<file path="src/memory_request_pkg.sv">
`default_nettype none

// ------------------------------------------------------------
// Shared sizing for the memory request merge path
// ------------------------------------------------------------
package memory_request_pkg;

  // Engines feeding the arbiter
  localparam int NUM_REQUESTORS = 4;

  // Index into the requestor set
  localparam int REQUESTOR_INDEX_WIDTH = 2;

  // One memory request word
  // Opaque here since the command layout lives in the engines
  localparam int PAYLOAD_WIDTH = 64;

  // ------------------------------------------------------------
  // Per-requestor queues
  // ------------------------------------------------------------
  // Entries per requestor queue
  localparam int QUEUE_DEPTH = 16;

  // Almost-full level for a requestor queue
  // Leaves 4 entries for requests still in flight after grant drops
  localparam int QUEUE_PROG_THRESH = 12;

  // ------------------------------------------------------------
  // Egress queue toward the memory port
  // ------------------------------------------------------------
  // Entries in the egress queue
  localparam int EGRESS_DEPTH = 32;

  // Almost-full level for the egress queue
  // Slack covers pops already in the arbiter pipeline
  localparam int EGRESS_PROG_THRESH = 24;

endpackage : memory_request_pkg

`default_nettype wire

</file>
<file path="src/round_robin_arbiter.sv">
`timescale 1ns/1ps
`default_nettype none

// ------------------------------------------------------------
// Rotating-priority pop of the requestor queues
// ------------------------------------------------------------
module round_robin_arbiter (
  input  logic                                         ap_clk,
  input  logic                                         areset_control,
  input  logic [memory_request_pkg::NUM_REQUESTORS-1:0] queue_empty,
  input  logic [memory_request_pkg::NUM_REQUESTORS-1:0] queue_valid,
  input  logic [memory_request_pkg::PAYLOAD_WIDTH-1:0]
                 queue_dout [memory_request_pkg::NUM_REQUESTORS],
  input  logic                                         egress_prog_full,
  output logic [memory_request_pkg::NUM_REQUESTORS-1:0] queue_rd_en,
  output logic                                         arb_valid,
  output logic [memory_request_pkg::PAYLOAD_WIDTH-1:0]  arb_payload
);

  import memory_request_pkg::*;

  // Search start one past the last winner
  logic [REQUESTOR_INDEX_WIDTH-1:0] prio;

  // Queue popped in the previous cycle
  logic [NUM_REQUESTORS-1:0] last_rd_en;

  // Candidates this cycle
  logic [NUM_REQUESTORS-1:0] eligible;

  // Search result
  logic                             found;
  logic [REQUESTOR_INDEX_WIDTH-1:0] winner;
  logic                             pop;

  // Previous winner sits out one cycle
  assign eligible = ~queue_empty & ~last_rd_en;

  // First eligible queue at or after prio
  always_comb begin
    logic [REQUESTOR_INDEX_WIDTH-1:0] idx;
    found  = 1'b0;
    winner = prio;
    for (int k = 0; k < NUM_REQUESTORS; k++) begin
      idx = prio + REQUESTOR_INDEX_WIDTH'(k);
      if (!found && eligible[idx]) begin
        found  = 1'b1;
        winner = idx;
      end
    end
  end

  // No pops while the egress queue is near full
  assign pop = found & ~egress_prog_full;

  // One-hot pop toward the queues
  always_comb begin
    queue_rd_en = '0;
    if (pop) begin
      queue_rd_en[winner] = 1'b1;
    end
  end

  // ------------------------------------------------------------
  // Priority state
  // ------------------------------------------------------------
  always_ff @(posedge ap_clk) begin
    if (areset_control) begin
      prio       <= '0;
      last_rd_en <= '0;
    end else begin
      last_rd_en <= queue_rd_en;
      if (pop) begin
        prio <= winner + 1'b1;
      end
    end
  end

  // ------------------------------------------------------------
  // Winner capture
  // ------------------------------------------------------------
  // At most one queue valid per cycle
  always_ff @(posedge ap_clk) begin
    if (areset_control) begin
      arb_valid <= 1'b0;
    end else begin
      arb_valid <= |queue_valid;
    end
  end

  // Payload from whichever queue returned data
  always_ff @(posedge ap_clk) begin
    for (int i = 0; i < NUM_REQUESTORS; i++) begin
      if (queue_valid[i]) begin
        arb_payload <= queue_dout[i];
      end
    end
  end

endmodule : round_robin_arbiter

`default_nettype wire

</file>
<file path="config.mk">
export PLATFORM = sky130hd
export DESIGN_NAME = round_robin_arbiter
export DESIGN_NICKNAME = d
export VERILOG_FILES = /design/src/memory_request_pkg.sv /design/src/round_robin_arbiter.sv
export SDC_FILE = /design/constraint.sdc
export NUM_CORES = 1
export LEC_CHECK = 0
export BUFFER_PORTS_ARGS = -buffer_cell sky130_fd_sc_hd__buf_2
export CORE_AREA = 2 2 130 132
export CTS_CLUSTER_SIZE = 40
export DETAILED_ROUTE_END_ITERATION = 16
export DIE_AREA = 0 0 132 134
export PLACE_DENSITY = 0.57
export SLEW_MARGIN = 20
export SYNTH_ARGS = -nofsm -noshare
export SYNTH_HDL_FRONTEND = slang
export SYNTH_SLANG_ARGS = --single-unit
export TNS_END_PERCENT = 50
</file>
<file path="constraint.sdc">
create_clock -name ap_clk -period 2.9 [get_ports ap_clk]
set_clock_uncertainty 0.2 [all_clocks]
set_input_delay 0 -clock ap_clk [delete_from_list [all_inputs] [get_ports ap_clk]]
set_output_delay 0 -clock ap_clk [all_outputs]
set_load 0.01 [all_outputs]
</file>
# Yosys cells after proc, flatten, opt, wreduce, memory -nomap -nowiden
# Cells that the tools add are included.
[totals]
ff_bits = 71
latchBits = 0
mem_bits_rw = 0
mem_bits_ro = 0
inputBits = 267
output_inout_bits = 69
wordCells = 50
mem_count = 0
[classes]
n_addsub = 4
n_mul = 0
n_div = 0
n_lt_le_gt_ge = 6
eq_ne = 0
n_shift = 0
muxes = 22
bitwise = 5
reduce_logical = 9
[op_table]
columns = ["cell", "count"]
rows = [
  ["$mux 64", 4],
  ["$lt 2x3->1 const B", 5],
  ["$mux 1", 9],
  ["$bmux 1 s2", 4],
  ["$not 4->4", 2],
  ["$mux 2", 3],
  ["$add 2x1->2 const B", 2],
  ["$add 2x2->2 const B", 2],
  ["$and 4x4->4", 1],
  ["$logic_and 1x1->1", 4],
  ["$mux 4", 1],
  ["$reduce_bool 4->1", 1],
  ["$reduce_or 4->1", 1],
  ["$logic_not 1->1", 3],
  ["$demux 1 s2", 1],
  ["$ge 2x1->1 const B", 1],
  ["$and 1x1->1", 1],
  ["$not 1->1", 1],
]

# Longest topological paths before layout
[depth]
depth_word = 19
ltp_mapped = 6
mapped_depth_nobuf = 5

# Worst setup path before layout
# No wires, ideal clock.
[synth_path]
path_kind = "input -> register"
start = "input queue_valid[3] (netlist name)"
end = "register arb_valid"
setup_ns = 0.123
arrival_ns = 1.804
t_required_ns = 2.577
path_slack_ns = 0.773
cell_stages = 2
n_path_buf = 0
path_cell_list = "or4_1 > and2_1"
[synth_via]
elab_chain_len = 1
[synth_lines]
columns = ["item", "line_no", "rtl"]
rows = [
  ["start, declared", "round_robin_arbiter.sv:11", "input logic [memory_request_pkg::NUM_REQUESTORS-1:0] queue_valid,"],
  ["$reduce_or 4->1", "round_robin_arbiter.sv:87", "arb_valid <= |queue_valid;"],
  ["end signal, assigned", "round_robin_arbiter.sv:87", ""],
  ["end, declared", "round_robin_arbiter.sv:16", "output logic arb_valid,"],
]
# No other way between the ends.
# A chain may end at the register's enable or synchronous reset.

# Worst setup path in the final report
[layout_path]
start = "register last_rd_en[0]"
end = "register prio[1]"
[layout_via]
elab_chain_len = 15
elab_cells_between_ends = 25
cone_classes = "add/sub: 1; mux: 15; bitwise: 3; reduce/logical: 6"
[layout_lines]
columns = ["item", "line_no", "rtl"]
rows = [
  ["start, declared", "round_robin_arbiter.sv:26", "logic [NUM_REQUESTORS-1:0] last_rd_en;"],
  ["start signal, assigned", "round_robin_arbiter.sv:72", "last_rd_en <= queue_rd_en;"],
  ["$not 4->4 *", "round_robin_arbiter.sv:37", "assign eligible = ~queue_empty & ~last_rd_en;"],
  ["$and 4x4->4 *", "round_robin_arbiter.sv:37", ""],
  ["$bmux 1 s2", "round_robin_arbiter.sv:46", "if (!found && eligible[idx]) begin"],
  ["$mux 1 (not written as such)", "round_robin_arbiter.sv:46", ""],
  ["$mux 1", "round_robin_arbiter.sv:46", ""],
  ["$logic_not 1->1", "round_robin_arbiter.sv:46", ""],
  ["$logic_and 1x1->1", "round_robin_arbiter.sv:46", ""],
  ["$mux 1", "round_robin_arbiter.sv:46", ""],
  ["$logic_not 1->1", "round_robin_arbiter.sv:46", ""],
  ["$logic_and 1x1->1", "round_robin_arbiter.sv:46", ""],
  ["$mux 1", "round_robin_arbiter.sv:46", ""],
  ["$logic_not 1->1", "round_robin_arbiter.sv:46", ""],
  ["$logic_and 1x1->1", "round_robin_arbiter.sv:46", ""],
  ["$mux 2 or $mux 1 (tied branches)", "round_robin_arbiter.sv:46", ""],
  ["$add 2x1->2 or $and 1x1->1 (tied branches)", "round_robin_arbiter.sv:74, round_robin_arbiter.sv:54", ""],
  ["end signal, assigned", "round_robin_arbiter.sv:74", "prio <= winner + 1'b1;"],
  ["end, declared", "round_robin_arbiter.sv:23", "logic [REQUESTOR_INDEX_WIDTH-1:0] prio;"],
]
# Mark *: on every way between the ends. The rest lies on a longest branch, timed or not. The select of a mux whose other input is x is not followed.

==> flow_summary.yaml <==
routing:
  routed_via_density: 4.41
  postRouteAntennaNets: 0
  dr.pass1.iters: 5
  drt-wirelength-per-cell_um: 13.7
  drc_errors: 0
  via_count: 5013
  drt_iter0_drc: 220
  wirelength_um: 15500
synth:
  netlist_instances: 464
  yosys.area.top_type_share_pct: 45.5
  yosysWarnings: 0
  ys_seq_area_share_pct: 48.8
  syn_nets: 731
  avgSynthCellArea_um2: 9.10
  ys.flop_type: "edfxtp_1"
  synth_area_leaders: "edfxtp_1, mux2i_1, a21oi_1"
  yosysTopAreaCell: "edfxtp_1"
  netlist_area_mm2: 0.00422
  synth_edf_count: 64
  synth.most_common_cell: "nor2_1"
  ys_ff_latch: 71
  async_reset_ff_share_pct: 0
  netlist_top_cells_count: "nor2_1, a21oi_1, nand2_1"
  synth_cell_types: 32
floorplan:
  core_area_mm2: 0.0163
  io_pins: 336
  die-area_mm2: 0.0177
  die_h_um: 134
  die_w_um: 132
  rows: 47
  initial_core_util_pct: 25.9
pwr:
  p_clk_share_pct: 31.5
  swShare_pct: 26.3
  power_uw: 3160
  power_frac_comb_pct: 28.4
  p_switching_uw: 831
  power_density_mw_per_mm2: 411
  worst_ir_drop_vdd_uv: 258
  p_seq_share_pct: 40.2
  p_int_uw: 2330
  leakagePower_uw: 0.00375
global_route:
  gr-total-overflow: 0
  antenna_found_initial: 0
  grt_usage_pct: 17.2
  grt_first_pass_wirelength_um: 24000
  grt_max_degree: 129
  grt_pass1_vias: 4911
timing:
  fmax_mhz: 435
  hold_viol: 0
  rsz0062_at_grt: "no"
  setup_tns_ns: 0
  final.min_clock_period_ns: 2.30
  fin_ws_ns: 0.602
  finalSetupViolCount: 0
  min_period_over_period_pct: 79.3
  worstMarginPinSlew_ns: 0.610
  max_slew_margin_pct: 59.3
  slew_viol_final: 0
worst_setup_path:
  path_cells: "or2_4, o221a_4, o21ai_4, xnor2_1, a211oi_2, dlygate4sd3_1"
  max_stage_delay_ns: 0.59
  end_kind: "flip-flop"
  crit_fanout: 6
  critPathSlowestCell: "dlygate4sd3_1"
  cp_num_buf_inv: 1
  critPathArrivalTime_ns: 2.36
  crit_required_ns: 2.96
  cpLargestDelayFamily: "compound AO/OA/AOI/OAI gates"
  r2r_setup_slack_ns: 0.60
  setup.worst_path.class: "reg -> reg"
  start_kind: "flip-flop"
flow_run:
  cap_viol_max_count: 0
final_layout:
  fin_nets: 1179
  finalNonFillerCells: 1137
  diodes: 0
  drive_gt1_share_pct: 39.3
  area_delta_synth_final_pct: 82.1
placed_design:
  dp_slack_ns: 1.00
  dp.cells: 989
  dpl.hpwl_um: 11400
  gp_congestion: 0.786
  portBuffers: 335
clocking:
  cts_setup_buffers: 0
  cts.sinks: 71
  cts_max_level: 3
  cts_buffers: 9
  cts_resized: 0
  cts_root_buf: "clkbuf_16"
  insertion_delay_ns: 0.33
  cts_tree: "yes"
  clk_pin_slew_worst_paths_ns: 0.05
  clockBufferDepth: 2
worst_hold_path:
  worstHoldPathType: "in -> reg"
outcome:
  status: "complete, no violations"
-- cell type report --
type | instances | area [µm²]
inverters | 1 | 3.75
multi-input cells | 357 | 2020
repair buffers | 472 | 3070
clock buffers | 14 | 254
fillers | 1605 | 8600
clock inverters | 2 | 10.0
well taps | 220 | 275
flip-flops and latches | 71 | 2060
-- worst reg2reg max path, cell delays in order (launching register included) --
cell and delay (ns):
dfxtp_1 0.31, or2_4 0.25, o221a_4 0.30, o21ai_4 0.23, xnor2_1 0.12, a211oi_2 0.24, dlygate4sd3_1 0.59
-- power groups by stage --
stage | Sequential (µW) | Combinational, µW | Clock [µW]
final | 1270 | 898 | 996
after detailed placement | 1290 | 715 | 0
after floorplan | 1350 | 297 | 0
after CTS | 1270 | 901 | 1030
after global placement | 1290 | 712 | 0
after global routing | 1280 | 988 | 1070
-- registers in the layout, summed over array words and instances (netlist names) --
name and cells:
arb_payload 64, last_rd_en 4, prio 2, arb_valid 1
-- layer usage --
metal | part of all wire [%] | wire length, µm | GRT usage (%) | vias to the layer above
li1 | - | - | - | 2560
met1 | 39 | 6050 | 18.8 | 2222
met2 | 52 | 8160 | 32.1 | 208
met3 | 6.2 | 971 | 3.89 | 23
met4 | 2.3 | 362 | 7.19 | 0
met5 | 0 | 0 | 0 | -
-- cell families after synthesis --
kind of cell | Yosys count | synth area share (%)
muxes | 64 | 15.2
and+or+nand+nor | 150 | 14.0
DFF | 71 | 48.8
AOI/OAI and AO/OA | 142 | 18.4
xor gates and xnor gates | 1 | 0.207
buffers and inverters | 36 | 3.41
-- final timing paths --
path                                                from                       end  cells past startpoint
worst max-delay path            last_rd_en[0]$_SDFF_PP0_      prio[1]$_SDFFE_PP0P_                      6
worst min-delay path                      queue_empty[0]  last_rd_en[2]$_SDFF_PP0_                      5
worst max register to register  last_rd_en[0]$_SDFF_PP0_      prio[1]$_SDFFE_PP0P_                      6
worst min register to register      prio[0]$_SDFFE_PP0P_      prio[0]$_SDFFE_PP0P_                      1
-- what timing repair did --
action                                  CTS  global route
hold buffers                            132             0
endpoints found under the setup margin    0             0
hold endpoints to repair                 71             0
-- cells in the final DEF, fill, tap and decap left out, types with 2 or more instances in the layout --
master / instances
buf_2: 332
dlygate4sd3_1: 132
nor2_1: 75
a21oi_1: 65
nand2_1: 65
mux2i_1: 64
edfxtp_1: 64
o21ai_1: 54
o21ai_0: 10
clkbuf_16: 9
dfxtp_1: 7
buf_4: 6
clkbuf_1: 4
or2_4: 2
or2_1: 2
o21bai_1: 2
nor4_1: 2
clkinv_2: 2
buf_12: 2
-- through the flow --
step	util, %	area (µm²)	hold WS [ns]
final	47.2	7690	0.0824
after global routing	47.2	7690	0.119
after CTS	47.2	7690	0.0640
after detailed placement	37.5	6110	0.0168
after global placement	37.5	6110	0.0179
after floorplan	-	4220	-0.135
(Power assumes the default switching activity.)
