<file path="src/memory_request_pkg.sv">
`default_nettype none

// ------------------------------------------------------------
// Shared sizing for the memory request merge path
// ------------------------------------------------------------
package memory_request_pkg;

  // Engines feeding the arbiter
  localparam int NUM_REQUESTORS = 4;

  // Index into the requestor set
  localparam int REQUESTOR_INDEX_WIDTH = 2;

  // One memory request word
  // Opaque here since the command layout lives in the engines
  localparam int PAYLOAD_WIDTH = 64;

  // ------------------------------------------------------------
  // Per-requestor queues
  // ------------------------------------------------------------
  // Entries per requestor queue
  localparam int QUEUE_DEPTH = 16;

  // Almost-full level for a requestor queue
  // Leaves 4 entries for requests still in flight after grant drops
  localparam int QUEUE_PROG_THRESH = 12;

  // ------------------------------------------------------------
  // Egress queue toward the memory port
  // ------------------------------------------------------------
  // Entries in the egress queue
  localparam int EGRESS_DEPTH = 32;

  // Almost-full level for the egress queue
  // Slack covers pops already in the arbiter pipeline
  localparam int EGRESS_PROG_THRESH = 24;

endpackage : memory_request_pkg

`default_nettype wire

</file>
<file path="src/request_queue.sv">
`timescale 1ns/1ps
`default_nettype none

// ------------------------------------------------------------
// Synchronous FIFO with read valid and almost-full
// ------------------------------------------------------------
module request_queue #(
  parameter int DEPTH       = memory_request_pkg::QUEUE_DEPTH,
  parameter int PROG_THRESH = memory_request_pkg::QUEUE_PROG_THRESH
) (
  input  logic                                     ap_clk,
  input  logic                                     areset_control,
  input  logic [memory_request_pkg::PAYLOAD_WIDTH-1:0] din,
  input  logic                                     wr_en,
  input  logic                                     rd_en,
  output logic [memory_request_pkg::PAYLOAD_WIDTH-1:0] dout,
  output logic                                     valid,
  output logic                                     empty,
  output logic                                     full,
  output logic                                     prog_full
);

  import memory_request_pkg::*;

  // Storage array
  logic [PAYLOAD_WIDTH-1:0] mem [DEPTH];

  // Pointers and occupancy
  logic [$clog2(DEPTH)-1:0]   wr_ptr;
  logic [$clog2(DEPTH)-1:0]   rd_ptr;
  logic [$clog2(DEPTH+1)-1:0] count;
  logic [$clog2(DEPTH+1)-1:0] count_next;

  // Accepted operations
  logic do_write;
  logic do_read;

  // Writes while full and reads while empty are dropped
  assign do_write = wr_en & ~full;
  assign do_read  = rd_en & ~empty;

  // Occupancy after this cycle
  always_comb begin
    case ({do_write, do_read})
      2'b10:   count_next = count + 1'b1;
      2'b01:   count_next = count - 1'b1;
      default: count_next = count;
    endcase
  end

  // ------------------------------------------------------------
  // Write side
  // ------------------------------------------------------------
  always_ff @(posedge ap_clk) begin
    if (do_write) begin
      mem[wr_ptr] <= din;
    end
  end

  // Pointer wrap for any depth
  always_ff @(posedge ap_clk) begin
    if (areset_control) begin
      wr_ptr <= '0;
      rd_ptr <= '0;
    end else begin
      if (do_write) begin
        wr_ptr <= (wr_ptr == DEPTH - 1) ? '0 : wr_ptr + 1'b1;
      end
      if (do_read) begin
        rd_ptr <= (rd_ptr == DEPTH - 1) ? '0 : rd_ptr + 1'b1;
      end
    end
  end

  // ------------------------------------------------------------
  // Read side
  // ------------------------------------------------------------
  // Registered read data held between pops
  always_ff @(posedge ap_clk) begin
    if (do_read) begin
      dout <= mem[rd_ptr];
    end
  end

  // One-cycle valid per accepted read
  // Flags come from next occupancy so they track the same edge
  always_ff @(posedge ap_clk) begin
    if (areset_control) begin
      valid     <= 1'b0;
      count     <= '0;
      empty     <= 1'b1;
      full      <= 1'b0;
      prog_full <= 1'b0;
    end else begin
      valid     <= do_read;
      count     <= count_next;
      empty     <= (count_next == 0);
      full      <= (count_next == DEPTH);
      prog_full <= (count_next >= PROG_THRESH);
    end
  end

endmodule : request_queue

`default_nettype wire

</file>
<file path="src/request_egress.sv">
`timescale 1ns/1ps
`default_nettype none

// ------------------------------------------------------------
// Egress stage toward the memory port
// ------------------------------------------------------------
module request_egress (
  input  logic                                        ap_clk,
  input  logic                                        areset_control,
  input  logic                                        arb_valid,
  input  logic [memory_request_pkg::PAYLOAD_WIDTH-1:0] arb_payload,
  input  logic                                        out_rd_en,
  output logic                                        request_out_valid,
  output logic [memory_request_pkg::PAYLOAD_WIDTH-1:0] request_out_payload,
  output logic                                        out_empty,
  output logic                                        out_prog_full
);

  import memory_request_pkg::*;

  // Staged arbiter word
  logic                     stage_valid;
  logic [PAYLOAD_WIDTH-1:0] stage_payload;

  // Egress queue read side
  logic                     egress_rd_en;
  logic                     egress_valid;
  logic [PAYLOAD_WIDTH-1:0] egress_dout;

  // ------------------------------------------------------------
  // Staging register
  // ------------------------------------------------------------
  // Breaks the path from the arbiter mux into the queue
  always_ff @(posedge ap_clk) begin
    if (areset_control) begin
      stage_valid <= 1'b0;
    end else begin
      stage_valid <= arb_valid;
    end
  end

  always_ff @(posedge ap_clk) begin
    stage_payload <= arb_payload;
  end

  // Pop only a non-empty queue
  assign egress_rd_en = out_rd_en & ~out_empty;

  // ------------------------------------------------------------
  // Egress queue
  // ------------------------------------------------------------
  request_queue #(
    .DEPTH      (EGRESS_DEPTH),
    .PROG_THRESH(EGRESS_PROG_THRESH)
  ) u_egress_queue (
    .ap_clk        (ap_clk),
    .areset_control(areset_control),
    .din           (stage_payload),
    .wr_en         (stage_valid),
    .rd_en         (egress_rd_en),
    .dout          (egress_dout),
    .valid         (egress_valid),
    .empty         (out_empty),
    .full          (),
    .prog_full     (out_prog_full)
  );

  // ------------------------------------------------------------
  // Output register
  // ------------------------------------------------------------
  // Second cycle of the read latency
  always_ff @(posedge ap_clk) begin
    if (areset_control) begin
      request_out_valid <= 1'b0;
    end else begin
      request_out_valid <= egress_valid;
    end
  end

  // Payload follows the queue word
  always_ff @(posedge ap_clk) begin
    request_out_payload <= egress_dout;
  end

endmodule : request_egress

`default_nettype wire

</file>
<file path="config.mk">
export PLATFORM = sky130hd
export DESIGN_NAME = request_egress
export DESIGN_NICKNAME = d
export VERILOG_FILES = /design/src/memory_request_pkg.sv /design/src/request_queue.sv /design/src/request_egress.sv
export SDC_FILE = /design/constraint.sdc
export NUM_CORES = 2
export LEC_CHECK = 0
export BUFFER_PORTS_ARGS = -buffer_cell sky130_fd_sc_hd__clkbuf_2
export CORE_MARGIN = 2
export CORE_UTILIZATION = 45
export DETAILED_ROUTE_END_ITERATION = 6
export GPL_ROUTABILITY_DRIVEN = 0
export PLACE_DENSITY = 0.65
export SLEW_MARGIN = 0
export SYNTH_ARGS = -nofsm -noshare
export SYNTH_HDL_FRONTEND = slang
export SYNTH_SLANG_ARGS = --single-unit
export TNS_END_PERCENT = 10
</file>
<file path="constraint.sdc">
create_clock -name ap_clk -period 6.4 [get_ports ap_clk]
set_clock_uncertainty 0.2 [all_clocks]
set_input_delay 0.64 -clock ap_clk [delete_from_list [all_inputs] [get_ports ap_clk]]
set_output_delay 0.64 -clock ap_clk [all_outputs]
set_load 0.005 [all_outputs]
</file>
==> Yosys cells after proc, flatten, opt, wreduce, memory -nomap -nowiden <==
Memory sizes are Yosys's and may differ from the RTL's. A register that Yosys moved wholly into a read port is not among the register bits.
Index checks and enable logic that the tools add are counted.
{ "totals": {"out_inout_bits": 67, "ff_bits": 150, "ram_bits": 2048, "input_bits": 68, "elab_cells": 33, "mem_count": 1} }
{ "memory_table": {"columns": ["memory", "depth", "width", "read_ports", "rd_ports_with_merged_regs", "write_ports", "line", "rtl"], "rows": [
  ["u_egress_queue.mem", 32, 64, 1, 1, 1, "request_queue.sv:26", "logic [PAYLOAD_WIDTH-1:0] mem [DEPTH];"]
]} }
{ "op_classes": {"addsub": 4, "mux": 5, "n_lt_le_gt_ge": 1, "n_reduce_logical": 1, "n_eq_ne": 5, "bitwise_logic": 5} }
{ "op_table": {"columns": ["operator", "count"], "rows": [
  ["$pmux 6 s2", 1],
  ["$add 5x1->5 const B", 2],
  ["$eq 5x5->1 const B", 2],
  ["$mux 5", 2],
  ["$add 6x1->6 const B", 1],
  ["$eq 6x6->1 const B", 1],
  ["$ge 6x5->1 const B", 1],
  ["$logic_not 6->1", 1],
  ["$sub 6x1->6 const B", 1],
  ["$and 1x1->1", 3],
  ["$eq 2x1->1 const B", 1],
  ["$eq 2x2->1 const B", 1],
  ["$mux 1", 2],
  ["$not 1->1", 2]
]} }

==> Depth between registers and ports, before layout <==
{ "logic_depth": {"depth_word": 6, "ltp_mapped": 12, "mapped_depth_nobuf": 11} }

==> Cells and area by module <==
From an unflattened synthesis, not the netlist that was laid out.
{ "hier_totals": {"cells_unflattened": 3292, "area_unflattened_um2": 83228.6} }
{ "by_module_without_submodules": {"columns": ["module", "n_inst", "area_each_um2", "cells_each", "seq_area_each_um2"], "rows": [
  ["request_queue", 1, 80599.8, 3159, 63821.2],
  ["request_egress", 1, 2628.8, 133, 2602.5]
]} }

==> Least setup slack after synthesis <==
No wires, ideal clock.
{ "synth_timing": {"path_type": "reg2reg", "start": "reg stage_valid", "end": "mem u_egress_queue.mem[15][0] (enable)", "path_stages_with_launch": 6, "arrival_time_ns": 5.802, "synth_period_minus_slack_ns": 6.580, "setup_time_ns": 0.578, "path_buffers": 2, "required_time_ns": 5.622, "slack_ns": -0.180, "path_cell_list": "dfxtp_1 -> nor2b_1 -> clkbuf_1 -> clkbuf_1 -> nand3_1 -> nor3b_1"} }
{ "synth_between": {"elab_chain_len": 3} }
{ "synth_lines": {"columns": ["element", "line", "rtl"], "rows": [
  ["start, declared", "request_egress.sv:22", "logic stage_valid;"],
  ["start signal, assigned", "request_egress.sv:38", "stage_valid <= arb_valid;"],
  ["$and 1x1->1", "request_queue.sv:39", "assign do_write = wr_en & ~full;"],
  ["$mux 1", "request_queue.sv:55", "if (do_write) begin"],
  ["$mux 1 (implied by the code)", "request_queue.sv:56", "mem[wr_ptr] <= din;"],
  ["end, declared", "request_queue.sv:26", null]
]} }
No other way between the ends.

==> Worst setup path in the final report <==
{ "layout_timing": {"start": "reg u_egress_queue.empty", "end": "reg u_egress_queue.empty"} }
{ "layout_between": {"elab_chain_len": 6, "elab_cells_between_ends": 7, "classes_between": "eq/ne: 2; mux: 1; bitwise: 3; reduce/logical: 1"} }
{ "layout_lines": {"columns": ["element", "line", "rtl"], "rows": [
  ["start, declared", "request_queue.sv:18", "output logic empty,"],
  ["start signal, assigned", "request_queue.sv:97", "empty <= (count_next == 0);"],
  ["$not 1->1 *", "request_queue.sv:40, request_egress.sv:47", null],
  ["$and 1x1->1", "request_egress.sv:47", "assign egress_rd_en = out_rd_en & ~out_empty;"],
  ["$and 1x1->1 *", "request_queue.sv:40", "assign do_read = rd_en & ~empty;"],
  ["named net u_egress_queue.do_read", "request_queue.sv:36", "logic do_read;"],
  ["$eq 2x1->1 or $eq 2x2->1 (tied branches)", "request_queue.sv:44", "case ({do_write, do_read})"],
  ["$pmux 6 s2 *", "request_queue.sv:44", null],
  ["$logic_not 6->1 *", "request_queue.sv:97", null]
]} }
Mark *: on every way through the listed nets, which the timed path passes. The rest lies on a longest branch.
A chain may end at the register's enable or synchronous reset.

==> flow_metrics.py <==
metrics = {
    "run_status": {
        "status": "complete, no violations",
    },
    "setup_path": {
        "start_kind": "flip-flop",
        "cpMostUsedCell": "o21ai_0",
        "end_kind": "flip-flop",
        "critPathMaxStageDelay_ns": 0.71,
        "crit_path_max_fanout": 38,
        "critPathTopFamily": "compound AO/OA/AOI/OAI gates",
        "cp_num_buf_inv": 1,
        "cp.arrival_ns": 4.07,
        "cpMaxStageDelayCell": "inv_4",
        "required_ns": 6.93,
        "critPathKind": "reg2reg",
        "crit_chain": "nand2b_1 > inv_4 > nand2_1 > xnor2_1 > ha_1 > a21oi_1 > o21ai_0 > a21o_1 > a221oi_1 > o21ai_0 > o31ai_1",
    },
    "grt": {
        "grt_pass1_vias": 37400,
        "track_usage_pct": 20.0,
        "grt_overflow": 0,
        "grt_max_degree": 117,
        "grt_pass1_wl_um": 267000,
        "antenna_found_initial": 7,
    },
    "drt": {
        "viasPerCell": 5.81,
        "dr.pass1.iters": 7,
        "post_drt_wl_per_cell_um": 29.8,
        "drc": 0,
        "routed_wl_um": 187000,
        "dr_total_vias": 36500,
        "drt-initial-drc-count": 4224,
        "postRouteAntennaNets": 0,
    },
    "clock_tree": {
        "cts_resized": 0,
        "cts.sinks": 2262,
        "cts_root_buffer": "clkbuf_16",
        "cts.path.max_buffers": 3,
        "cts_htree_levels": 4,
        "cts_hold_buf": 65,
        "cts_tree": "built",
        "clk_pin_slew_ns": 0.06,
        "clk_latency_ns": 0.84,
        "cts_made_buffers": 218,
        "post-cts-setup-buffers": 0,
    },
    "yosys": {
        "syn-num-nets": 3383,
        "synthArstFlopShare_pct": 0,
        "synth_area_leader_cell": "edfxtp_1",
        "synth_enable_flop_cells": 2112,
        "syn_inst": 3306,
        "syn_area_per_cell_um2": 25.2,
        "yosysTopAreaCellShare_pct": 76.2,
        "yosys-top-cells-area": "edfxtp_1, mux4_2, dfxtp_1, mux2_2, clkbuf_1",
        "synth_ff_type": "edfxtp_1",
        "syn_area_um2": 83300,
        "synthDistinctLibCells": 46,
        "ys_seq_elements": 2262,
        "yosys_warnings": 0,
        "seq_area_frac_synth_pct": 79.8,
    },
    "sta": {
        "worstMarginPinSlew_ns": 1.24,
        "setup-violations-final": 0,
        "final_hold_viol_count": 0,
        "fin_crit_ns": 3.53,
        "slew_violations": 0,
        "slew_headroom_pct": 17.4,
        "fmax_ghz": 0.283,
        "rsz0062_at_grt": "false",
        "finalCritPeriodShare_pct": 55.2,
    },
    "layout": {
        "final_common_cell": "edfxtp_1",
        "mostFrequentLayoutCells": "edfxtp_1, mux4_2, clkbuf_16",
        "fillers": 14000,
        "fin_area_um2": 95200,
        "drive_gt1_share_pct": 32.9,
        "syn_to_final_growth_pct": 14.4,
        "nNetsFinal": 3706,
    },
    "worst_hold_path": {
        "holdCritPathClass": "in2reg",
    },
    "power_and_ir_drop": {
        "intPower_w": 0.0248,
        "p_leak_nw": 28.8,
        "peakVddDrop_mv": 0.280,
        "powerDensity_nw_per_um2": 331,
        "total_power_w": 0.0315,
        "swShare_pct": 21.4,
        "p_comb_share_pct": 7.4,
        "net-switching-power_w": 0.00676,
        "seq_power_share_pct": 53.0,
        "clock_power_share_pct": 39.6,
    },
    "die": {
        "dieWidth_um": 434,
        "rows": 157,
        "die-area_um2": 189000,
        "die_y_um": 434,
        "io_pins": 135,
        "initial_core_util_pct": 45.4,
        "core_um2": 183000,
    },
    "job": {
        "cap_violations": 0,
    },
    "placed_design": {
        "dpl-instance-area_um2": 87600,
        "dp_hpwl_um": 85700,
        "numPortBuffers": 134,
    },
}
layer usage:
metal  track usage (%)  up-vias  part of all wire, %
met1              27.5    19900                   41
met2              33.3     1369                   50
met5                 0        -                0.022
met4              5.68        6                  2.5
met3              3.10      309                  6.2
li1                  -    14900                    -
state kept, by name (all words and copies together), names as in the netlist, 5 cells and up:
| register | flops |
|---|---|
| u_egress_queue.rd_ptr | 5 |
| u_egress_queue.mem | 2048 |
| u_egress_queue.dout | 64 |
| stage_payload | 64 |
| u_egress_queue.count | 6 |
| request_out_payload | 64 |
| u_egress_queue.wr_ptr | 5 |
power groups by stage:
stage	logic (W)	clock network [W]	registers, W
finish	0.00234	0.0125	0.0167
global route	0.00252	0.0133	0.0167
CTS	0.00241	0.0128	0.0167
detailed placement	0.00236	0	0.0170
global placement	0.00236	0	0.0170
floorplan	0.00186	0	0.0169
Yosys cell counts (5+ instances only):
master    count
edfxtp_1   2112
mux4_2      640
dfxtp_1     150
clkbuf_1     91
mux2_2       64
buf_2        43
nor2_1       43
buf_1        25
nand2_1      19
a21oi_1      15
nor3_1       11
ha_1          9
inv_1         7
o21ai_0       7
nand3_1       5
path summary, 6_finish.rpt:
kind,start,to,slack (ns),cells after the start
max reg2reg,u_egress_queue.empty,u_egress_queue.empty,2.87,11
min reg2reg,u_egress_queue.dout[21],request_out_payload[21],0.14,0
max,u_egress_queue.empty,u_egress_queue.empty,2.87,11
min,areset_control,u_egress_queue.rd_ptr[4],0.13,2
final cells by class:
type | instances | area (um^2) | share of cell area (%)
diodes | 1 | 2.50 | 0.00263
clock buffers | 315 | 6020 | 6.32
clock inverters | 93 | 985 | 1.03
inverters | 8 | 32.5 | 0.0342
multi-input cells | 869 | 16300 | 17.1
flip-flops and latches | 2262 | 66400 | 69.8
well taps | 2464 | 3080 | 3.24
repair buffers | 270 | 2340 | 2.46
metrics by stage:
stage,util (%),instances,TNS (ns),setup slack [ns],hold WS [ns]
after floorplan,-,3306,-11.25,-0.176,0.123
after global placement,47.7,5808,0,2.57,0.125
after detailed placement,47.7,5808,0,2.52,0.127
after CTS,51.9,6281,0,2.83,0.0682
after global routing,51.9,6282,0,2.59,0.124
final,51.9,6282,0,2.87,0.128
kinds of logic (layout without fill, tap and decap cells):
logic type	after synthesis	count (layout)	share of synthesized area [%]
other	0	1	0
adder cells (fa/ha/maj)	9	9	0.135
XOR/XNOR	8	8	0.0841
AND/OR/NAND/NOR	106	106	0.607
AO/OA/AOI/OAI	39	39	0.287
buffers and inverters	175	686	0.908
flip-flops	2262	2262	79.8
multiplexers	707	707	18.2
Note: power is estimated with default switching activity, not from simulation.
