===== src/memory_request_pkg.sv =====
`default_nettype none

// ------------------------------------------------------------
// Shared sizing for the memory request merge path
// ------------------------------------------------------------
package memory_request_pkg;

  // Engines feeding the arbiter
  localparam int NUM_REQUESTORS = 4;

  // Index into the requestor set
  localparam int REQUESTOR_INDEX_WIDTH = 2;

  // One memory request word
  // Opaque here since the command layout lives in the engines
  localparam int PAYLOAD_WIDTH = 64;

  // ------------------------------------------------------------
  // Per-requestor queues
  // ------------------------------------------------------------
  // Entries per requestor queue
  localparam int QUEUE_DEPTH = 16;

  // Almost-full level for a requestor queue
  // Leaves 4 entries for requests still in flight after grant drops
  localparam int QUEUE_PROG_THRESH = 12;

  // ------------------------------------------------------------
  // Egress queue toward the memory port
  // ------------------------------------------------------------
  // Entries in the egress queue
  localparam int EGRESS_DEPTH = 32;

  // Almost-full level for the egress queue
  // Slack covers pops already in the arbiter pipeline
  localparam int EGRESS_PROG_THRESH = 24;

endpackage : memory_request_pkg

`default_nettype wire


===== src/request_queue.sv =====
`timescale 1ns/1ps
`default_nettype none

// ------------------------------------------------------------
// Synchronous FIFO with read valid and almost-full
// ------------------------------------------------------------
module request_queue #(
  parameter int DEPTH       = memory_request_pkg::QUEUE_DEPTH,
  parameter int PROG_THRESH = memory_request_pkg::QUEUE_PROG_THRESH
) (
  input  logic                                     ap_clk,
  input  logic                                     areset_control,
  input  logic [memory_request_pkg::PAYLOAD_WIDTH-1:0] din,
  input  logic                                     wr_en,
  input  logic                                     rd_en,
  output logic [memory_request_pkg::PAYLOAD_WIDTH-1:0] dout,
  output logic                                     valid,
  output logic                                     empty,
  output logic                                     full,
  output logic                                     prog_full
);

  import memory_request_pkg::*;

  // Storage array
  logic [PAYLOAD_WIDTH-1:0] mem [DEPTH];

  // Pointers and occupancy
  logic [$clog2(DEPTH)-1:0]   wr_ptr;
  logic [$clog2(DEPTH)-1:0]   rd_ptr;
  logic [$clog2(DEPTH+1)-1:0] count;
  logic [$clog2(DEPTH+1)-1:0] count_next;

  // Accepted operations
  logic do_write;
  logic do_read;

  // Writes while full and reads while empty are dropped
  assign do_write = wr_en & ~full;
  assign do_read  = rd_en & ~empty;

  // Occupancy after this cycle
  always_comb begin
    case ({do_write, do_read})
      2'b10:   count_next = count + 1'b1;
      2'b01:   count_next = count - 1'b1;
      default: count_next = count;
    endcase
  end

  // ------------------------------------------------------------
  // Write side
  // ------------------------------------------------------------
  always_ff @(posedge ap_clk) begin
    if (do_write) begin
      mem[wr_ptr] <= din;
    end
  end

  // Pointer wrap for any depth
  always_ff @(posedge ap_clk) begin
    if (areset_control) begin
      wr_ptr <= '0;
      rd_ptr <= '0;
    end else begin
      if (do_write) begin
        wr_ptr <= (wr_ptr == DEPTH - 1) ? '0 : wr_ptr + 1'b1;
      end
      if (do_read) begin
        rd_ptr <= (rd_ptr == DEPTH - 1) ? '0 : rd_ptr + 1'b1;
      end
    end
  end

  // ------------------------------------------------------------
  // Read side
  // ------------------------------------------------------------
  // Registered read data held between pops
  always_ff @(posedge ap_clk) begin
    if (do_read) begin
      dout <= mem[rd_ptr];
    end
  end

  // One-cycle valid per accepted read
  // Flags come from next occupancy so they track the same edge
  always_ff @(posedge ap_clk) begin
    if (areset_control) begin
      valid     <= 1'b0;
      count     <= '0;
      empty     <= 1'b1;
      full      <= 1'b0;
      prog_full <= 1'b0;
    end else begin
      valid     <= do_read;
      count     <= count_next;
      empty     <= (count_next == 0);
      full      <= (count_next == DEPTH);
      prog_full <= (count_next >= PROG_THRESH);
    end
  end

endmodule : request_queue

`default_nettype wire


===== config.mk =====
export PLATFORM = sky130hd
export DESIGN_NAME = request_queue
export DESIGN_NICKNAME = d
export VERILOG_FILES = /design/src/memory_request_pkg.sv /design/src/request_queue.sv
export SDC_FILE = /design/constraint.sdc
export NUM_CORES = 1
export LEC_CHECK = 0
export BUFFER_PORTS_ARGS = -buffer_cell sky130_fd_sc_hd__clkbuf_2
export CORE_MARGIN = 1
export CORE_UTILIZATION = 35
export CTS_BUF_LIST = sky130_fd_sc_hd__clkbuf_4
export DETAILED_ROUTE_END_ITERATION = 8
export PLACE_DENSITY_LB_ADDON = 0.05
export SLEW_MARGIN = 20
export SYNTH_ARGS = -nofsm -noshare
export SYNTH_HDL_FRONTEND = slang
export SYNTH_SLANG_ARGS = --single-unit

===== constraint.sdc =====
create_clock -name ap_clk -period 8.05 [get_ports ap_clk]
set_input_delay 0.4025 -clock ap_clk [delete_from_list [all_inputs] [get_ports ap_clk]]
set_output_delay 0.4025 -clock ap_clk [all_outputs]
set_load 0.1 [all_outputs]

### After elaboration in Yosys (flattened, before gate mapping)

Memory sizes are Yosys's and may differ from the RTL's. A register that Yosys moved wholly into a read port is not among the register bits.
Cells that the tools add are included.

| word-level totals | value |
|---|---|
| register bits | 17 |
| RAM bits | 1024 |
| output and inout bits | 68 |
| memories | 1 |

Memory list:

| memory | depth | bits a word | read ports | clocked after Yosys merged registers in | write ports | RTL line | RTL |
|---|---|---|---|---|---|---|---|
| mem | 16 | 64 | 1 | 1 | 1 | request_queue.sv:26 | `logic [PAYLOAD_WIDTH-1:0] mem [DEPTH];` |

| cells by class | value |
|---|---|
| add/sub/neg operators | 4 |
| magnitude comparators | 1 |
| eq/ne operators | 5 |
| multiplexer cells | 5 |
| bitwise operators | 4 |
| reductions and logical operators | 1 |

Operator list:

| cell | number |
|---|---|
| $pmux W5 S2 | 1 |
| $add A4 B1 Y4 const B | 2 |
| $eq A4 B4 Y1 const B | 2 |
| $mux W4 | 2 |
| $add A5 B1 Y5 const B | 1 |
| $eq A5 B5 Y1 const B | 1 |
| $ge A5 B4 Y1 const B | 1 |
| $logic_not A5 Y1 | 1 |
| $sub A5 B1 Y5 const B | 1 |
| $and A1 B1 Y1 | 2 |
| $eq A2 B1 Y1 const B | 1 |
| $eq A2 B2 Y1 const B | 1 |
| $mux W1 | 2 |
| $not A1 Y1 | 2 |

### Depth between registers and ports, before layout

Gate-level depths: netlist of run 1.

| depth | value |
|---|---|
| word-level depth | 5 |
| gate-level depth with buffers | 11 |
| gate-level depth less buffers | 10 |

### Least setup slack after synthesis of run 1

Ideal clock, no wire load.

| timing | value |
|---|---|
| path type | reg-to-reg |
| from | reg full |
| to | mem mem[3][0], enable pin |
| setup time | 0.565 ns |
| arrival time | 5.532 ns |
| data required time | 7.485 ns |
| setup slack | 1.953 ns |
| cell stages (with the launch flop) | 5 |
| period minus slack after synthesis | 6.097 ns |
| cells stage by stage | dfxtp_1 > nor2b_1 > buf_2 > nand2_1 > nor3_1 |

| between the ends | value |
|---|---|
| word-level cells in the longest chain between the ends | 4 |

Ends and longest elaborated chain:

| element | RTL line | RTL |
|---|---|---|
| start, declared | request_queue.sv:19 | `output logic full,` |
| start signal, assigned | request_queue.sv:98 | `full <= (count_next == DEPTH);` |
| $not A1 Y1 | request_queue.sv:39 | `assign do_write = wr_en & ~full;` |
| $and A1 B1 Y1 | request_queue.sv:39 |  |
| $mux W1 | request_queue.sv:55 | `if (do_write) begin` |
| $mux W1 (not written as such) | request_queue.sv:56 | `mem[wr_ptr] <= din;` |
| end, declared | request_queue.sv:26 |  |

Every way passes these cells.

### Worst setup path after layout of run 1

| timing | value |
|---|---|
| from | reg wr_ptr[3] |
| to | mem mem[8][25], enable pin |

RTL lines:

| element | RTL line | RTL |
|---|---|---|
| start, declared | request_queue.sv:29 | `logic [$clog2(DEPTH)-1:0] wr_ptr;` |
| start signal, assigned | request_queue.sv:67 | `wr_ptr <= (wr_ptr == DEPTH - 1) ? '0 : wr_ptr + 1'b1;` |

Straight into the memory's write port.

==> results of run 1 <==
-- flip-flops by register name, summed over array words and instances (netlist names) --
signal,flops
prog_full,1
valid,1
dout,64
count,5
wr_ptr,4
empty,1
mem,1024
rd_ptr,4
full,1
-- path summary, 6_finish.rpt --
path,end,slack [ns],start
worst min register to register,wr_ptr[1]$_SDFFE_PP0P_,0.54,wr_ptr[1]$_SDFFE_PP0P_
worst min-delay path,mem[15][39]$_DFFE_PP_,0.19,din[39]
worst max register to register,mem[8][25]$_DFFE_PP_,4.95,wr_ptr[3]$_SDFFE_PP0P_
worst max-delay path,mem[8][25]$_DFFE_PP_,4.95,wr_ptr[3]$_SDFFE_PP0P_
-- metrics by stage --
| stage | utilization [%] | total power [W] | setup WS (ns) |
|---|---|---|---|
| 2_1_floorplan | - | 0.00800 | 1.95 |
| 3_5_place_dp | 37.6 | 0.00843 | 4.41 |
| 3_3_place_gp | 37.6 | 0.00842 | 4.40 |
| 6_report | 41.6 | 0.0133 | 4.95 |
| 5_1_grt | 41.6 | 0.0139 | 4.68 |
| 4_1_cts | 41.5 | 0.0136 | 4.34 |
-- cell type report --
class / count / area, sq um
Fill cell: 10300 / 68100
Clock buffer: 468 / 3510
Antenna cell: 8 / 20.0
Multi-Input combinational cell: 422 / 7930
Tap cell: 1524 / 1910
Timing Repair Buffer: 240 / 1750
Sequential cell: 1105 / 33000
Clock inverter: 62 / 347
Inverter: 8 / 32.5
-- cells by family (layout without fill, tap and decap cells) --
| family | count (synthesis) | count (layout) | synth area share [%] |
|---|---|---|---|
| mux | 325 | 325 | 17.6 |
| simple gates | 59 | 59 | 0.635 |
| buf+inv | 89 | 778 | 1.26 |
| other cells | 0 | 8 | 0 |
| fa+ha+maj | 7 | 7 | 0.212 |
| flops | 1105 | 1105 | 79.8 |
| compound gates | 24 | 24 | 0.363 |
| xor+xnor | 7 | 7 | 0.148 |
-- layout by cell type, fill, tap and decap left out, types with 7 or more instances in the layout --
cell	n
clkinv_1	51
nand2_1	14
ha_1	7
buf_4	25
diode_2	8
nor2_4	12
dfxtp_1	13
dlygate4sd3_1	68
clkbuf_2	135
nor2_1	13
mux4_2	320
a21oi_1	11
clkbuf_4	468
edfxtp_1	1088
-- layer usage --
metal  vias up  global-route usage, %
li1       8202                      -
met1     10600                   23.2
met2       532                   28.6
met3       216                   3.59
met4         6                   6.62
met5         -                      0
-- power by group through the flow --
stage | sequential, W | combinational [W] | clock, W
6_report | 0.00660 | 0.00169 | 0.00503
5_1_grt | 0.00662 | 0.00180 | 0.00552
4_1_cts | 0.00663 | 0.00171 | 0.00523
3_5_place_dp | 0.00675 | 0.00167 | 0
3_3_place_gp | 0.00675 | 0.00166 | 0
2_1_floorplan | 0.00713 | 0.000868 | 0
==> metrics.txt, run 1 <==
slowest cell on the critical path=buf_4; vias=19500; Max Transition Viols Final=0; Leak=15.3 nW; CTS tree=yes; num ports=136; Post-route DRC=0; register area share after synthesis=79.8%; Clock Latency Late Sink=1.17 ns; WL met1=45.3 mm; CP Class=reg -> reg; Pre-Repair DR Iteration Count=5; met2 routed wirelength=50.6 mm; number of global-route vias before repair=21800; Synth Register Bits=1105; die area=0.120 sq mm; largest cells by area after synthesis=edfxtp_1 79%, mux4_2 17%, dfxtp_1 0.82%, buf_6 0.60%, clkbuf_1 0.29%; initial DRC count=1226; PD cells=274 mW/mm^2; CORE AREA=0.117 sq mm; Max Used Layer=met5; share of flip-flops with an asynchronous set or reset=0%; synthesized area per cell=25.6 sq um; initial core utilization=35.4%; Non-Filler Instances=3837; Cell Rows=125; share of cells above drive strength 1=43.3%; achievable frequency=323 MHz; Final min period=3.10 ns; Post-Place Cell Area=0.0439 sq mm; Post-synth top cells=1088 x edfxtp_1, 320 x mux4_2, 32 x clkbuf_1; port bufs=135; worst r2r path cells=3; number of hold buffers added after CTS=68; antenna violations before repair=7; Post-synth EDFFs=1088; die height=346 microns; Min-Delay Path Depth=2; Worst Path Required=8.76 ns; Tightest Pin Transition=1.10 ns; worst min path class=in -> reg; final setup fails=0; sw power=0.00343 W; placer's final routability congestion estimate=0.698; root buffer cell=clkbuf_4; Slew headroom=26.6%; CP max stage delay=0.94 ns; Synth top area share=79.0%; largest net degree at the start of global routing=118; post-DP HPWL=49.3 mm; first-pass GRT wire length=150 mm; worst-path fanout max=44; Clock H-tree levels=5; main flop type after synthesis=edfxtp_1; Clock Sinks=1105; hold_ws=0.189 ns; Resized Gates After CTS=0; sw frac=25.8%; mapped cell area=0.0414 sq mm; endpoint class of the critical path=flop; worst path cell trace=nand2b_1, nor2_4, buf_4; Flop pwr share=49.6%; distinct cell type count after synthesis=36; startpoint class of the critical path=flop; RSZ-0062 raised after global routing=no; die width=346 microns; Setup TNS=0 ns; Num CTS Buffers=322; Worst VDD drop=123 uV; Final Hold Fails=0; internal power=0.00988 W; most common cell in the netlist=edfxtp_1; Worst Path Buf+Inv=1; Final Cell Area=0.0485 sq mm; period utilization=38.5%; Synth Instances=1616; met3 routed WL=4.11 mm; post-route ant nets=0; Wirelength per Cell=26.7 microns; GRT Util Overall=17.5%; cell count after placement=3228; area grow syn2layout=17.4%; Layout Skew=0.0678 ns; combinational fraction of design power=12.7%; max_cap viols=0; status=complete, no violations; Worst EP arrival=3.80 ns; cell taking the most area after synthesis=edfxtp_1; Clock power frac=37.7%; Syn Nets=1691; layout net count=2174; Ys Warns=0; grt ovf=0; routed vias/inst=5.08; delay-heaviest family, CP=simple AND/OR/NAND/NOR gates; Clock Pin Slew Worst Setup and Hold Paths=0.06 ns; Clock Tree Buf Depth=4; Post-Route WL=102 mm; number of post-CTS setup repair buffers=0; critical path depth=3
Power figures use the tool's default switching activity.
==> run 2, diff against run 1 <==
--- a/config.mk
+++ b/config.mk
@@ -5,6 +5,7 @@
 export SDC_FILE = /design/constraint.sdc
 export NUM_CORES = 1
 export LEC_CHECK = 0
+export ABC_AREA = 1
 export BUFFER_PORTS_ARGS = -buffer_cell sky130_fd_sc_hd__clkbuf_2
 export CORE_MARGIN = 1
 export CORE_UTILIZATION = 35
==> constraint.sdc (replaced) <==
create_clock -name ap_clk -period 2.5 [get_ports ap_clk]
set_input_delay 0.125 -clock ap_clk [delete_from_list [all_inputs] [get_ports ap_clk]]
set_output_delay 0.125 -clock ap_clk [all_outputs]
set_load 0.1 [all_outputs]
==> run 2 against run 1 <==
  * Combinational power grew to 3.7 times the previous value
  * Final cell count increased by 35%
  * First-iteration DRC count increased by 42%
  * Via count increased by 36%
  * Critical path depth shrank 2
==> metrics.txt, run 2 <==
CTS tree=yes; Layout Skew=0.0658 ns (-0.00199 ns); share of flip-flops with an asynchronous set or reset=0% (unchanged); r2r setup slk=0.25 ns (-4.70 ns); PD cells=854 mW/mm^2 (+210%); distinct cell type count after synthesis=31 (-14%); RSZ-0062 raised after global routing=no; Multi-input gate area=0.00855 sq mm (+7.8%); CP Capture Point=dout[32]; die height=351 microns (+1.5%); worst slack, placed=0.265 ns (-4.15 ns); layout net count=3454 (+59%); Syn Nets=2955 (+75%); Post-synth EDFFs=1088 (unchanged); Clock Tree Buf Depth=4 (unchanged); main flop type after synthesis=edfxtp_1; Synth Register Bits=1105 (unchanged); Synth Instances=2880 (+78%); synthesized area per cell=14.8 sq um (-42%); die area=0.123 sq mm (+3.1%); initial DRC count=1745 (+42%); post-route ant nets=0 (unchanged); Leak=16.8 nW (+9.7%); Wirelength per Cell=23.5 microns (-12%); Slew headroom=42.1% (+16 points); Worst Path Required=2.38 ns (-6.38 ns); period utilization=91.3%; critical path depth=1 (-2); post-layout util=42.3% (+0.68 points); final setup fails=0 (unchanged); Cell Rows=127 (+1.6%); biggest regs=mem: 1024 flops, dout: 64 flops, count: 5 flops; Reg area=0.0330 sq mm (about the same); Worst Path Buf+Inv=1 (unchanged); antenna violations before repair=7 (unchanged); mapped cell area=0.0426 sq mm (+3.1%); delay-heaviest family, CP=buffers and inverters; Worst VDD drop=553 uV (+350%); slowest cell on the critical path=clkbuf_2; Pre-Repair DR Iteration Count=5 (unchanged); largest net degree at the start of global routing=137 (+16%); number of global-route vias before repair=27500 (+26%); GRT Util Overall=20.0% (+2.5 points); Num CTS Buffers=319 (-0.93%); max_cap viols=0 (unchanged); grt ovf=0 (unchanged); area grow syn2layout=19.3%; CP Class=reg -> out; worst min path class=in -> reg; fin worst setup slack=0.218 ns (-4.73 ns); first-pass GRT wire length=181 mm (+21%); Post-synth top cells=1088 x edfxtp_1, 593 x nor2_1, 261 x o21ai_0; worst-path fanout max=1 (-98%); RR Endpoint=dout[31]$_DFFE_PP_; Tightest Pin Transition=0.868 ns (-0.233 ns); vias=26600 (+36%); root buffer cell=clkbuf_4; Crit. Startpoint=dout[32]$_DFFE_PP_; CP max stage delay=0.50 ns (-0.44 ns); commonest non-fill, non-tap cell in the layout=edfxtp_1; Clock H-tree levels=5 (unchanged); num ports=136 (unchanged); Clock Latency Late Sink=1.23 ns (+0.06 ns); cell count after placement=4535 (+40%); cell taking the most area after synthesis=edfxtp_1; startpoint class of the critical path=flop; port bufs=135 (unchanged); placer's final routability congestion estimate=0.740 (+6.0%); share of cells above drive strength 1=20.6% (-23 points); worst path cell trace=clkbuf_2; Clock Sinks=1105 (unchanged); status=complete, no violations; largest cells by area after synthesis=edfxtp_1 77%, nor2_1 5.2%, o32ai_1 3.1%, o21ai_0 3.1%, mux2i_1 2.4%; total power=0.0434 W (+230%); initial core utilization=35.4% (about the same); register with the most flip-flops=mem; # fillers=11100 (+7.4%); Clock Pin Slew Worst Setup and Hold Paths=0.06 ns (about the same); achievable frequency=438 MHz; Ys Warns=0 (unchanged); worst r2r path cells=7 (+4); Post-route DRC=0 (unchanged); register area share after synthesis=77.4% (-2.4 points); routed vias/inst=5.12 (+0.77%); reg2reg start=rd_ptr[0]$_SDFFE_PP0P_; most common cell in the netlist=edfxtp_1; Final Hold Fails=0 (unchanged); CORE AREA=0.120 sq mm (+3.1%); Setup TNS=0 ns (unchanged); Worst EP arrival=2.16 ns (-1.64 ns); Largest register FFs=1024 (unchanged); Final min period=2.28 ns; Synth top area share=76.6% (-2.4 points); Non-Filler Instances=5196 (+35%); most frequent cells in the layout=1088 x edfxtp_1, 576 x nor2_1, 456 x clkbuf_4; post-DP HPWL=62.8 mm (+27%); Max Transition Viols Final=0 (unchanged); die width=351 microns (+1.5%); endpoint class of the critical path=primary output; Post-Route WL=122 mm (+19%)
-- run 2: changes by cell type after synthesis, moves of 12 or more --
| cell | before | now |
|---|---|---|
| inv_1 | 6 | 22 |
| mux2i_1 | 3 | 104 |
| buf_4 | 0 | 12 |
| o211ai_1 | 0 | 24 |
| o221ai_1 | 0 | 104 |
| mux4_2 | 320 | 0 |
| buf_2 | 16 | 43 |
| nand3_1 | 3 | 116 |
| o32ai_1 | 1 | 152 |
| clkbuf_1 | 32 | 99 |
| nor2_1 | 25 | 593 |
| nand2_1 | 14 | 170 |
| o21ai_0 | 3 | 261 |
-- run 2: cell type report --
class | instances | share of cell area (%)
multi-input combinational | 1550 | 16.8
clock buffer | 453 | 6.69
sequential | 1105 | 64.9
clock inverter | 63 | 0.593
inverter | 31 | 0.261
antenna | 10 | 0.0492
timing repair buffer | 372 | 6.69
tap | 1612 | 3.97
-- run 2: repair_timing --
item / 4_1_cts / 5_1_grt
gates resized for setup: 3 / 0
hold buffers: 135 / 0
setup buffers: 0 / 0
hold endpoints to repair: 1193 / 0
endpoints found under the setup margin: 3 / 0
-- run 2: layer usage --
layer	GRT usage (%)	share of wire, %	vias up	wire, microns
met5	0	0.033	-	40
li1	-	-	12200	-
met1	26.2	44	13400	54000
met2	33.1	49	738	59600
met4	7.37	2.5	6	3000
met3	3.74	4.5	278	5460
-- run 2: how the worst min path moves through the flow --
stage                        start                endpoint  cells past startpoint
floorplan                   din[0]     mem[0][0]$_DFFE_PP_                      0
detailed placement  areset_control  wr_ptr[2]$_SDFFE_PP0P_                      2
global route        areset_control  wr_ptr[1]$_SDFFE_PP0P_                      6
CTS                 areset_control  rd_ptr[1]$_SDFFE_PP0P_                      6
finish              areset_control  rd_ptr[1]$_SDFFE_PP0P_                      6
global placement    areset_control     count[3]$_SDFF_PP0_                      2
-- run 2: stage by stage --
step | hold slack [ns] | area (sq um)
final | 0.423 | 50900
after global routing | 0.441 | 50800
after CTS | 0.289 | 50800
after detailed placement | 0.519 | 45800
after global placement | 0.515 | 45800
after floorplan | 0.224 | 42800
-- run 2: logic make-up after synthesis --
| logic type | Yosys count | synth area share [%] |
|---|---|---|
| AND/OR/NAND/NOR | 885 | 8.18 |
| multiplexers | 104 | 2.44 |
| buffers and inverters | 225 | 2.82 |
| XOR/XNOR | 3 | 0.0616 |
| adder cells (fa/ha/maj) | 7 | 0.205 |
| AO/OA/AOI/OAI | 551 | 8.87 |
| flip-flops | 1105 | 77.4 |
-- run 2: where the power goes --
part	switching, W	total [W]	internal, W
combinational	0.00454	0.00633	0.00179
sequential	0.000266	0.0212	0.0210
clock	0.00745	0.0159	0.00844
total	0.0122	0.0434	0.0312
-- run 2: worst register-to-register path, delay by kind of cell, from the launching register on --
kind	cells	cell delay [ns]
simple gates	2	0.22
buf+inv	3	1.05
compound gates	2	0.37
flops	1	0.50
